--- src/hw/decomp_pkg.sv ---
package decomp_pkg;

    // one compress group is also one memory word
    localparam int GROUP_BITS   = 64;
    localparam int UNIT_COUNT   = 5;   // zero-run-length units per group
    localparam int ZERO_BITS    = 4;   // zero run field at the bottom of a unit
    localparam int VAL_BITS     = 8;   // value field above the zero run
    localparam int UNIT_BITS    = ZERO_BITS + VAL_BITS;
    localparam int END_LSB      = UNIT_COUNT * UNIT_BITS; // end code sits right above unit 4
    localparam int END_BITS     = 3;
    localparam int FLAG_BIT     = GROUP_BITS - 1;        // set when the end unit keeps its value

    // the global buffer takes eight bytes per packet
    localparam int PACKET_BYTES = 8;

    typedef logic [GROUP_BITS-1:0]            group_t;
    typedef logic [PACKET_BYTES*VAL_BITS-1:0] packet_data_t;
    typedef logic [PACKET_BYTES-1:0]          packet_mask_t;

    // names the unit where the stream stops, or says the group is not the end
    typedef enum logic [END_BITS-1:0] {
        END_UNIT0 = 3'd0,
        END_UNIT1 = 3'd1,
        END_UNIT2 = 3'd2,
        END_UNIT3 = 3'd3,
        END_UNIT4 = 3'd4,
        END_NONE  = 3'd7
    } end_code_e;

    typedef enum logic [1:0] {
        RUN_IDLE,   // waiting for start
        RUN_FETCH,  // reading groups until the end group comes back
        RUN_DRAIN   // end group seen, waiting for the last packet to leave
    } run_state_e;

    typedef enum logic [1:0] {
        EXP_LOAD,   // copy the head group out of the buffer
        EXP_ZEROS,  // emit the zeros of the current unit
        EXP_VALUE   // emit the value of the current unit
    } exp_state_e;

endpackage

--- src/hw/decomp_ctrl.sv ---
`timescale 1ns/1ps

module decomp_ctrl #(
    parameter int unsigned DATA_FIFO_DEPTH = 16
) (
    input  logic                  layer23_gated_clk,
    input  logic                  rst_n,
    input  logic                  start,          // one-cycle pulse that opens a run
    input  logic                  mem_ack,
    input  logic                  mem_data_valid,
    input  decomp_pkg::end_code_e mem_end_code,   // end code field of the returning word
    input  logic                  group_pop,      // expander consumed the head group
    input  logic                  run_done,       // last packet has been taken
    output logic                  mem_req,
    output logic                  fifo_write,
    output logic                  busy
);
    import decomp_pkg::*;

    // one extra bit so the counter can reach DATA_FIFO_DEPTH itself
    localparam int CNT_W = $clog2(DATA_FIFO_DEPTH) + 1;

    run_state_e       state;
    logic [CNT_W-1:0] credits;      // reads in flight plus groups sitting in the buffer
    logic [CNT_W-1:0] credits_next;
    logic             issue;        // a read leaves for memory this cycle
    logic             dropped;      // returning data that the buffer will never see
    logic             end_seen;     // the word being written closes the stream

    // credits keep the buffer from overflowing, so no full flag is needed downstream
    assign mem_req    = (state == RUN_FETCH) && (credits < CNT_W'(DATA_FIFO_DEPTH));
    assign issue      = mem_req && mem_ack;
    assign fifo_write = mem_data_valid && (state == RUN_FETCH); // writes stop after the end group
    assign dropped    = mem_data_valid && (state != RUN_FETCH);
    assign end_seen   = fifo_write && (mem_end_code != END_NONE);
    assign busy       = (state != RUN_IDLE);

    // a pop and a dropped word can land in the same cycle and each frees one credit
    assign credits_next = credits + CNT_W'(issue) - CNT_W'(group_pop) - CNT_W'(dropped);

    always_ff @(posedge layer23_gated_clk or negedge rst_n) begin
        if (!rst_n) begin
            state   <= RUN_IDLE;
            credits <= '0;
        end else if (start) begin
            state   <= RUN_FETCH;   // mem_req comes up on the following cycle
            credits <= '0;
        end else begin
            credits <= credits_next;
            if (run_done) begin
                state <= RUN_IDLE;
            end else if (state == RUN_FETCH && end_seen) begin
                state <= RUN_DRAIN; // mem_req falls on this same edge
            end
        end
    end

endmodule

--- src/hw/group_fifo.sv ---
`timescale 1ns/1ps

module group_fifo #(
    parameter int unsigned DATA_FIFO_DEPTH = 16
) (
    input  logic               layer23_gated_clk,
    input  logic               rst_n,
    input  logic               start,        // clears both pointers for a new run
    input  logic               fifo_write,
    input  decomp_pkg::group_t mem_data,
    input  logic               group_pop,
    output decomp_pkg::group_t head_group,
    output logic               fifo_empty
);
    import decomp_pkg::*;

    localparam int AW = $clog2(DATA_FIFO_DEPTH);

    group_t        mem [DATA_FIFO_DEPTH];
    logic [AW:0]   wr_ptr;   // top bit flips on every wrap
    logic [AW:0]   rd_ptr;
    logic          do_pop;

    // the controller never lets more than DATA_FIFO_DEPTH groups be in flight
    assign fifo_empty = (wr_ptr == rd_ptr);
    assign head_group = mem[rd_ptr[AW-1:0]];   // head is visible the cycle after its write
    assign do_pop     = group_pop && !fifo_empty;

    always_ff @(posedge layer23_gated_clk or negedge rst_n) begin
        if (!rst_n) begin
            wr_ptr <= '0;
            rd_ptr <= '0;
        end else if (start) begin
            wr_ptr <= '0;
            rd_ptr <= '0;
        end else begin
            if (fifo_write) begin
                wr_ptr <= wr_ptr + 1'b1;
            end
            if (do_pop) begin
                rd_ptr <= rd_ptr + 1'b1;
            end
        end
    end

    // each entry holds one group, written at the write pointer
    always_ff @(posedge layer23_gated_clk) begin
        if (fifo_write) begin
            mem[wr_ptr[AW-1:0]] <= mem_data;
        end
    end

endmodule

--- src/hw/unit_expander.sv ---
`timescale 1ns/1ps

module unit_expander (
    input  logic                            layer23_gated_clk,
    input  logic                            rst_n,
    input  logic                            start,
    input  decomp_pkg::group_t              head_group,
    input  logic                            fifo_empty,
    input  logic                            byte_ready,    // packer can take a byte this cycle
    output logic                            group_pop,
    output logic                            byte_valid,
    output logic [decomp_pkg::VAL_BITS-1:0] byte_data,
    output logic                            byte_last      // final byte of the whole run
);
    import decomp_pkg::*;

    exp_state_e           state;
    group_t               grp;          // local copy of the group being expanded
    logic [2:0]           unit_idx;     // unit under work, 0 to UNIT_COUNT-1
    logic [2:0]           nxt_idx;
    logic [ZERO_BITS-1:0] zero_cnt;     // zeros still to emit for this unit
    logic                 cur_end;      // current unit is where the stream stops
    logic                 cur_val;      // current unit contributes its value
    logic                 next_empty;   // the next unit is the end unit and gives nothing

    function automatic logic [ZERO_BITS-1:0] unit_zero(input group_t g, input logic [2:0] idx);
        return g[UNIT_BITS*idx +: ZERO_BITS];
    endfunction

    function automatic logic [VAL_BITS-1:0] unit_val(input group_t g, input logic [2:0] idx);
        return g[UNIT_BITS*idx + ZERO_BITS +: VAL_BITS];
    endfunction

    function automatic logic is_end_unit(input group_t g, input logic [2:0] idx);
        end_code_e code;
        code = end_code_e'(g[END_LSB +: END_BITS]);
        return (code != END_NONE) && (g[END_LSB +: END_BITS] == idx);
    endfunction

    // the end unit keeps its value only when the end flag is set
    function automatic logic gives_val(input group_t g, input logic [2:0] idx);
        return !is_end_unit(g, idx) || g[FLAG_BIT];
    endfunction

    // state to enter when the walk arrives at a unit
    function automatic exp_state_e enter_state(input group_t g, input logic [2:0] idx);
        if (unit_zero(g, idx) != '0) begin
            return EXP_ZEROS;
        end else if (gives_val(g, idx) || idx == 3'd0) begin
            return EXP_VALUE;   // unit 0 with nothing still needs the bare last pulse
        end
        return EXP_LOAD;        // end unit with nothing, last byte was already marked
    endfunction

    assign nxt_idx    = unit_idx + 3'd1;
    assign cur_end    = is_end_unit(grp, unit_idx);
    assign cur_val    = gives_val(grp, unit_idx);
    assign next_empty = is_end_unit(grp, nxt_idx) && (unit_zero(grp, nxt_idx) == '0)
                        && !grp[FLAG_BIT];

    assign group_pop  = (state == EXP_LOAD) && !fifo_empty; // copy and pop on the same edge
    assign byte_valid = (state == EXP_ZEROS) || (state == EXP_VALUE && cur_val);
    assign byte_data  = (state == EXP_VALUE) ? unit_val(grp, unit_idx) : '0;

    // look ahead inside the copied group so the last emitted byte carries the mark
    always_comb begin
        byte_last = 1'b0;
        if (state == EXP_ZEROS) begin
            byte_last = (zero_cnt == ZERO_BITS'(1)) && cur_end && !grp[FLAG_BIT];
        end else if (state == EXP_VALUE) begin
            byte_last = cur_end || next_empty; // empty stream gives this with byte_valid low
        end
    end

    always_ff @(posedge layer23_gated_clk or negedge rst_n) begin
        if (!rst_n) begin
            state    <= EXP_LOAD;
            unit_idx <= '0;
            zero_cnt <= '0;
        end else if (start) begin
            state    <= EXP_LOAD;
            unit_idx <= '0;
            zero_cnt <= '0;
        end else begin
            case (state)
                EXP_LOAD: if (!fifo_empty) begin
                    state    <= enter_state(head_group, 3'd0);
                    unit_idx <= '0;
                    zero_cnt <= unit_zero(head_group, 3'd0);
                end
                EXP_ZEROS: if (byte_ready) begin
                    zero_cnt <= zero_cnt - 1'b1;
                    if (zero_cnt == ZERO_BITS'(1)) begin
                        state <= cur_val ? EXP_VALUE : EXP_LOAD;
                    end
                end
                EXP_VALUE: if (byte_ready) begin
                    if (cur_end || unit_idx == 3'(UNIT_COUNT - 1)) begin
                        state <= EXP_LOAD;  // group finished, fetch the next head
                    end else begin
                        state    <= enter_state(grp, nxt_idx);
                        unit_idx <= nxt_idx;
                        zero_cnt <= unit_zero(grp, nxt_idx);
                    end
                end
                default: state <= EXP_LOAD;
            endcase
        end
    end

    always_ff @(posedge layer23_gated_clk) begin
        if (group_pop) begin
            grp <= head_group;
        end
    end

endmodule

--- src/hw/packet_packer.sv ---
`timescale 1ns/1ps

module packet_packer (
    input  logic                            layer23_gated_clk,
    input  logic                            rst_n,
    input  logic                            start,
    input  logic                            byte_valid,
    input  logic [decomp_pkg::VAL_BITS-1:0] byte_data,
    input  logic                            byte_last,
    input  logic                            ifmap_buffer_req,
    output logic                            byte_ready,
    output decomp_pkg::packet_data_t        packet_data,
    output decomp_pkg::packet_mask_t        packet_mask,
    output logic                            decompressor_ack,
    output logic                            run_done
);
    import decomp_pkg::*;

    localparam int SLOT_W = $clog2(PACKET_BYTES);

    logic [SLOT_W-1:0] slot_ptr;    // next free slot in the packet
    logic              last_pkt;    // packet waiting now closes the run
    logic              handshake;
    logic              accept;      // expander handed over a byte or a bare last pulse
    logic              slot_full;   // this byte fills the final slot

    assign byte_ready = !decompressor_ack;   // nothing enters while a packet waits
    assign handshake  = decompressor_ack && ifmap_buffer_req;
    assign accept     = byte_ready && (byte_valid || byte_last);
    assign slot_full  = (slot_ptr == SLOT_W'(PACKET_BYTES - 1));

    always_ff @(posedge layer23_gated_clk or negedge rst_n) begin
        if (!rst_n) begin
            slot_ptr         <= '0;
            packet_mask      <= '0;
            decompressor_ack <= 1'b0;
            last_pkt         <= 1'b0;
            run_done         <= 1'b0;
        end else if (start) begin
            slot_ptr         <= '0;
            packet_mask      <= '0;
            decompressor_ack <= 1'b0;
            last_pkt         <= 1'b0;
            run_done         <= 1'b0;
        end else begin
            run_done <= 1'b0;
            if (handshake) begin
                slot_ptr         <= '0;
                packet_mask      <= '0;
                decompressor_ack <= 1'b0;
                last_pkt         <= 1'b0;
                run_done         <= last_pkt;   // one pulse once the final packet is gone
            end else if (accept) begin
                if (byte_valid) begin
                    packet_mask[slot_ptr] <= 1'b1;
                    slot_ptr              <= slot_ptr + 1'b1;
                end
                if (byte_last) begin
                    // a bare last pulse on an empty packet ends the run with no packet
                    if (byte_valid || packet_mask != '0) begin
                        decompressor_ack <= 1'b1;
                        last_pkt         <= 1'b1;
                    end else begin
                        run_done <= 1'b1;
                    end
                end else if (byte_valid && slot_full) begin
                    decompressor_ack <= 1'b1;
                end
            end
        end
    end

    // byte lanes follow the mask, stale lanes are zeroed after each handshake
    always_ff @(posedge layer23_gated_clk) begin
        if (handshake) begin
            packet_data <= '0;
        end else if (accept && byte_valid) begin
            packet_data[slot_ptr*VAL_BITS +: VAL_BITS] <= byte_data;
        end
    end

endmodule

--- src/hw/decompressor_top.sv ---
`timescale 1ns/1ps

module decompressor_top #(
    parameter int unsigned DATA_FIFO_DEPTH = 16
) (
    input  logic                     layer23_gated_clk,
    input  logic                     rst_n,
    input  logic                     start,
    input  logic                     mem_ack,
    input  decomp_pkg::group_t       mem_data,
    input  logic                     mem_data_valid,
    input  logic                     ifmap_buffer_req,
    output logic                     mem_req,
    output logic                     busy,
    output decomp_pkg::packet_data_t packet_data,
    output decomp_pkg::packet_mask_t packet_mask,
    output logic                     decompressor_ack
);
    import decomp_pkg::*;

    end_code_e           mem_end_code;   // end code of the word coming back from memory
    logic                fifo_write;
    logic                fifo_empty;
    group_t              head_group;
    logic                group_pop;
    logic                byte_valid;
    logic [VAL_BITS-1:0] byte_data;
    logic                byte_last;
    logic                byte_ready;
    logic                run_done;

    assign mem_end_code = end_code_e'(mem_data[END_LSB +: END_BITS]);

    // run state and read credits
    decomp_ctrl #(
        .DATA_FIFO_DEPTH (DATA_FIFO_DEPTH)
    ) u_ctrl (
        .layer23_gated_clk (layer23_gated_clk),
        .rst_n             (rst_n),
        .start             (start),
        .mem_ack           (mem_ack),
        .mem_data_valid    (mem_data_valid),
        .mem_end_code      (mem_end_code),
        .group_pop         (group_pop),
        .run_done          (run_done),
        .mem_req           (mem_req),
        .fifo_write        (fifo_write),
        .busy              (busy)
    );

    group_fifo #(
        .DATA_FIFO_DEPTH (DATA_FIFO_DEPTH)
    ) u_fifo (
        .layer23_gated_clk (layer23_gated_clk),
        .rst_n             (rst_n),
        .start             (start),
        .fifo_write        (fifo_write),
        .mem_data          (mem_data),
        .group_pop         (group_pop),
        .head_group        (head_group),
        .fifo_empty        (fifo_empty)
    );

    // one byte per cycle out of the head group
    unit_expander u_expander (
        .layer23_gated_clk (layer23_gated_clk),
        .rst_n             (rst_n),
        .start             (start),
        .head_group        (head_group),
        .fifo_empty        (fifo_empty),
        .byte_ready        (byte_ready),
        .group_pop         (group_pop),
        .byte_valid        (byte_valid),
        .byte_data         (byte_data),
        .byte_last         (byte_last)
    );

    packet_packer u_packer (
        .layer23_gated_clk (layer23_gated_clk),
        .rst_n             (rst_n),
        .start             (start),
        .byte_valid        (byte_valid),
        .byte_data         (byte_data),
        .byte_last         (byte_last),
        .ifmap_buffer_req  (ifmap_buffer_req),
        .byte_ready        (byte_ready),
        .packet_data       (packet_data),
        .packet_mask       (packet_mask),
        .decompressor_ack  (decompressor_ack),
        .run_done          (run_done)
    );

endmodule

--- config.mk ---
export PLATFORM = sky130hd
export DESIGN_NAME = decompressor_top
export DESIGN_NICKNAME = d
export VERILOG_FILES = /design/src/hw/decomp_pkg.sv /design/src/hw/decomp_ctrl.sv /design/src/hw/group_fifo.sv /design/src/hw/unit_expander.sv /design/src/hw/packet_packer.sv /design/src/hw/decompressor_top.sv
export SDC_FILE = /design/constraint.sdc
export NUM_CORES = 1
export LEC_CHECK = 0
export BUFFER_PORTS_ARGS = -buffer_cell sky130_fd_sc_hd__buf_2
export CORE_MARGIN = 5
export CORE_UTILIZATION = 45
export CTS_CLUSTER_SIZE = 16
export DETAILED_ROUTE_END_ITERATION = 6
export PLACE_DENSITY_LB_ADDON = 0.05
export SLEW_MARGIN = 20
export SYNTH_ARGS = -nofsm -noshare
export SYNTH_HDL_FRONTEND = slang
export SYNTH_HIERARCHICAL = 1
export SYNTH_SLANG_ARGS = --single-unit
--- constraint.sdc ---
create_clock -name layer23_gated_clk -period 18.4 [get_ports layer23_gated_clk]
set_input_delay 0 -clock layer23_gated_clk [delete_from_list [all_inputs] [get_ports layer23_gated_clk]]
set_output_delay 0 -clock layer23_gated_clk [all_outputs]
set_load 0.01 [all_outputs]
==> flow_metrics.tcl <==
set metrics [dict create \
    layout-drive-gt1-share_pct 19.8 \
    cts-root-buf "clkbuf_16" \
    yosys_warnings 6 \
    num_vias 25100 \
    wl_mm 122 \
    cts_tree "built" \
    yosysSeqAreaShare_pct 74.1 \
    initial_core_util_pct 45.5 \
    num_rows 118 \
    area_delta_synth_final_pct 14.5 \
    setup_viol 0 \
    final_cell_mix "edfxtp_1, mux2i_1, buf_2, nand2_1, clkbuf_16" \
    worst_slack_ns 13.92 \
    min_path_type "primary input to flip-flop" \
    synth_edf_count 1088 \
    dr.pass1.iters 5 \
    fin_crit_ns 4.48 \
    grt_pass1_wl_mm 178 \
    leakage_nw 17.5 \
    htreeDepth 4 \
    drc_errors 0 \
    synth-simple-area-share_pct 3.21 \
    muxShareOfSynthArea_pct 13.3 \
    p_per_area_nw_per_um2 121 \
    final_core_util_pct 52.0 \
    dpl_worst_slack_ns 14.15 \
    r2r_end "u_ctrl/credits[0]" \
    clock-sinks 1192 \
    arrival_ns 5.09 \
    ys_ff_latch 1192 \
    fin_crit_sh_pct 24.4 \
    first_global_vias 25400 \
    synth_fp_nets 2651 \
    core_area_um2 104000 \
    r2r-start "u_fifo/rd_ptr[0]" \
    io_pins 145 \
    ir_drop_uv 92.4 \
    clockBufferDepth 3 \
    drtIter0Drc 1945 \
    clock_latency_ns 0.72 \
    maxCapViolations 0 \
    min_path_cells 2 \
    hold_violations 0 \
    grt_usage_pct 21.7 \
    die_area_um2 111000 \
    crit_fanout 50 \
    synth_compound_area_share_pct 6.06 \
    endpoint "u_ctrl/credits[0]" \
    die_h_um 334 \
    crit_type "flip-flop to flip-flop" \
    critPathRequiredTime_ns 19.00 \
    wl_per_cell_um 28.4 \
    reg2reg_depth 10 \
    synth_xor_area_share_pct 0.350 \
    antenna_found_initial 1 \
    cts_buffers 131 \
    skew_ns 0.0240 \
    ant_nets 0 \
    relSlewSlack_pct 30.1 \
    worst_setup_path_end_kind "flip-flop" \
    r2r_slack_ns 13.92 \
    synth_ff_type "edfxtp_1" \
    syn_inst 2555 \
    clk_pin_slew_ns 0.06 \
    port_buffers 144 \
    rsz0062_at_grt "no" \
    drv_slew 0 \
    grt_max_degree 96 \
    die-width_um 334 \
    tightest_slew_ns 1.05 \
    final_common_cell "edfxtp_1" \
    grt-ovfl-total 0 \
    synthAdderAreaFrac_pct 0.721 \
    async_flop_share_pct 3.36 \
    dp_hpwl_mm 65.3 \
    avgSynthCellArea_um2 18.5 \
    synth_top_family_by_area "multiplexers" \
    cp-startpoint "u_fifo/rd_ptr[0]" \
    vias_per_cell 5.85 \
    gp_congestion 0.746 \
    fin_tns_setup_ns 0 \
    synth_cell_types 75 \
    netlist_area_um2 47200 \
    start_kind "flip-flop" \
    status "completed" \
    final_nets 2908 \
    max_clock_freq_ghz 0.223 \
]
final cells by class:
cell class | count | area (um^2)
clock buffers | 174 | 3570
fillers | 8294 | 49800
inverters | 30 | 114
diodes | 1 | 2.50
clock inverters | 60 | 437
well taps | 1380 | 1730
repair buffers | 273 | 1900
flip-flops and latches | 1192 | 35000
multi-input cells | 1184 | 11300
flip-flops by register name (all words and copies together) (netlist names):
name and flops:
u_ctrl/credits 5, u_ctrl/state 2, u_expander/grp 64, u_expander/state 2, u_expander/unit_idx 3, u_expander/zero_cnt 4
u_fifo/mem 1024, u_fifo/rd_ptr 5, u_fifo/wr_ptr 5, u_packer/decompressor_ack 1, u_packer/last_pkt 1, u_packer/packet_data 64
u_packer/packet_mask 8, u_packer/run_done 1, u_packer/slot_ptr 3
repair_timing:
item / 4_1_cts / 5_1_grt
hold endpoints to repair: 1128 / 0
endpoints found under the setup margin: 0 / 0
hold buffers: 73 / 0
buffers inserted: 0 / 0
resized for setup: 0 / 0
synth_stat cells, types with 29 or more instances:
library cell | instances | area [um^2]
buf_2 | 49 | 245
nand2_1 | 144 | 541
mux4_2 | 133 | 3000
clkbuf_1 | 55 | 206
buf_6 | 31 | 349
nor2_1 | 54 | 203
a21oi_1 | 40 | 200
a221oi_1 | 99 | 867
a221oi_2 | 31 | 465
dfxtp_1 | 64 | 1280
mux2i_1 | 300 | 3000
a22oi_1 | 72 | 541
inv_1 | 29 | 109
edfxtp_1 | 1088 | 32700
o21ai_0 | 98 | 490
dfrtp_1 | 40 | 1000
logic make-up (layout without fill, tap and decap cells):
| group | count (synthesis) | in the layout |
|---|---|---|
| AO/OA/AOI/OAI | 374 | 374 |
| XOR/XNOR | 18 | 18 |
| AND/OR/NAND/NOR | 317 | 317 |
| flip-flops | 1192 | 1192 |
| other | 0 | 1 |
| adder cells (fa/ha/maj) | 26 | 26 |
| buffers and inverters | 179 | 537 |
| multiplexers | 449 | 449 |
per-stage QoR:
stage / instances / cell area, um^2 / power (mW) / hold WS, ns
floorplan: 2555 / 47200 / 3.82 / -0.296
global placement: 3986 / 49200 / 4.09 / 0.204
detailed placement: 3986 / 49200 / 4.11 / 0.195
CTS: 4293 / 54000 / 6.59 / 0.144
global route: 4293 / 54000 / 6.79 / 0.174
finish: 4294 / 54000 / 6.52 / 0.195
power by group:
group          switching, mW  total [mW]  internal (mW)
sequential            0.0993        3.21           3.11
combinational          0.511       0.854          0.343
clock                   1.01        2.45           1.44
total                   1.62        6.52           4.89
worst max-delay path, cell delays in order (launching register included):
cell and delay (ns):
dfrtp_4 1.06, xor2_1 0.24, nor2_2 0.08, and2_1 0.18
nor2b_4 0.53, inv_1 0.21, fa_1 0.58, ha_1 0.22
dlygate4sd3_1 0.56, nor2b_1 0.13, dlygate4sd3_1 0.56
how the worst min path moves through the flow:
| stage | from | to | slack [ns] |
|---|---|---|---|
| 2_1_floorplan | rst_n | u_ctrl/credits[0] | -0.30 |
| 3_3_place_gp | rst_n | u_ctrl/credits[4] | 0.20 |
| 4_1_cts | mem_data[48] | u_fifo/mem[12][48] | 0.14 |
| 5_1_grt | mem_data[48] | u_fifo/mem[12][48] | 0.17 |
| 6_report | mem_data[22] | u_fifo/mem[12][22] | 0.19 |
| 3_5_place_dp | rst_n | u_ctrl/credits[2] | 0.20 |
layer usage:
| layer | GRT usage (%) | vias up | share of wire [%] |
|---|---|---|---|
| li1 | - | 10900 | - |
| met1 | 31.1 | 13400 | 45 |
| met2 | 35.5 | 658 | 49 |
| met3 | 3.46 | 140 | 4.7 |
| met4 | 5.08 | 0 | 1.8 |
| met5 | 0 | - | 0 |
Note: power is estimated with default switching activity, not from simulation.
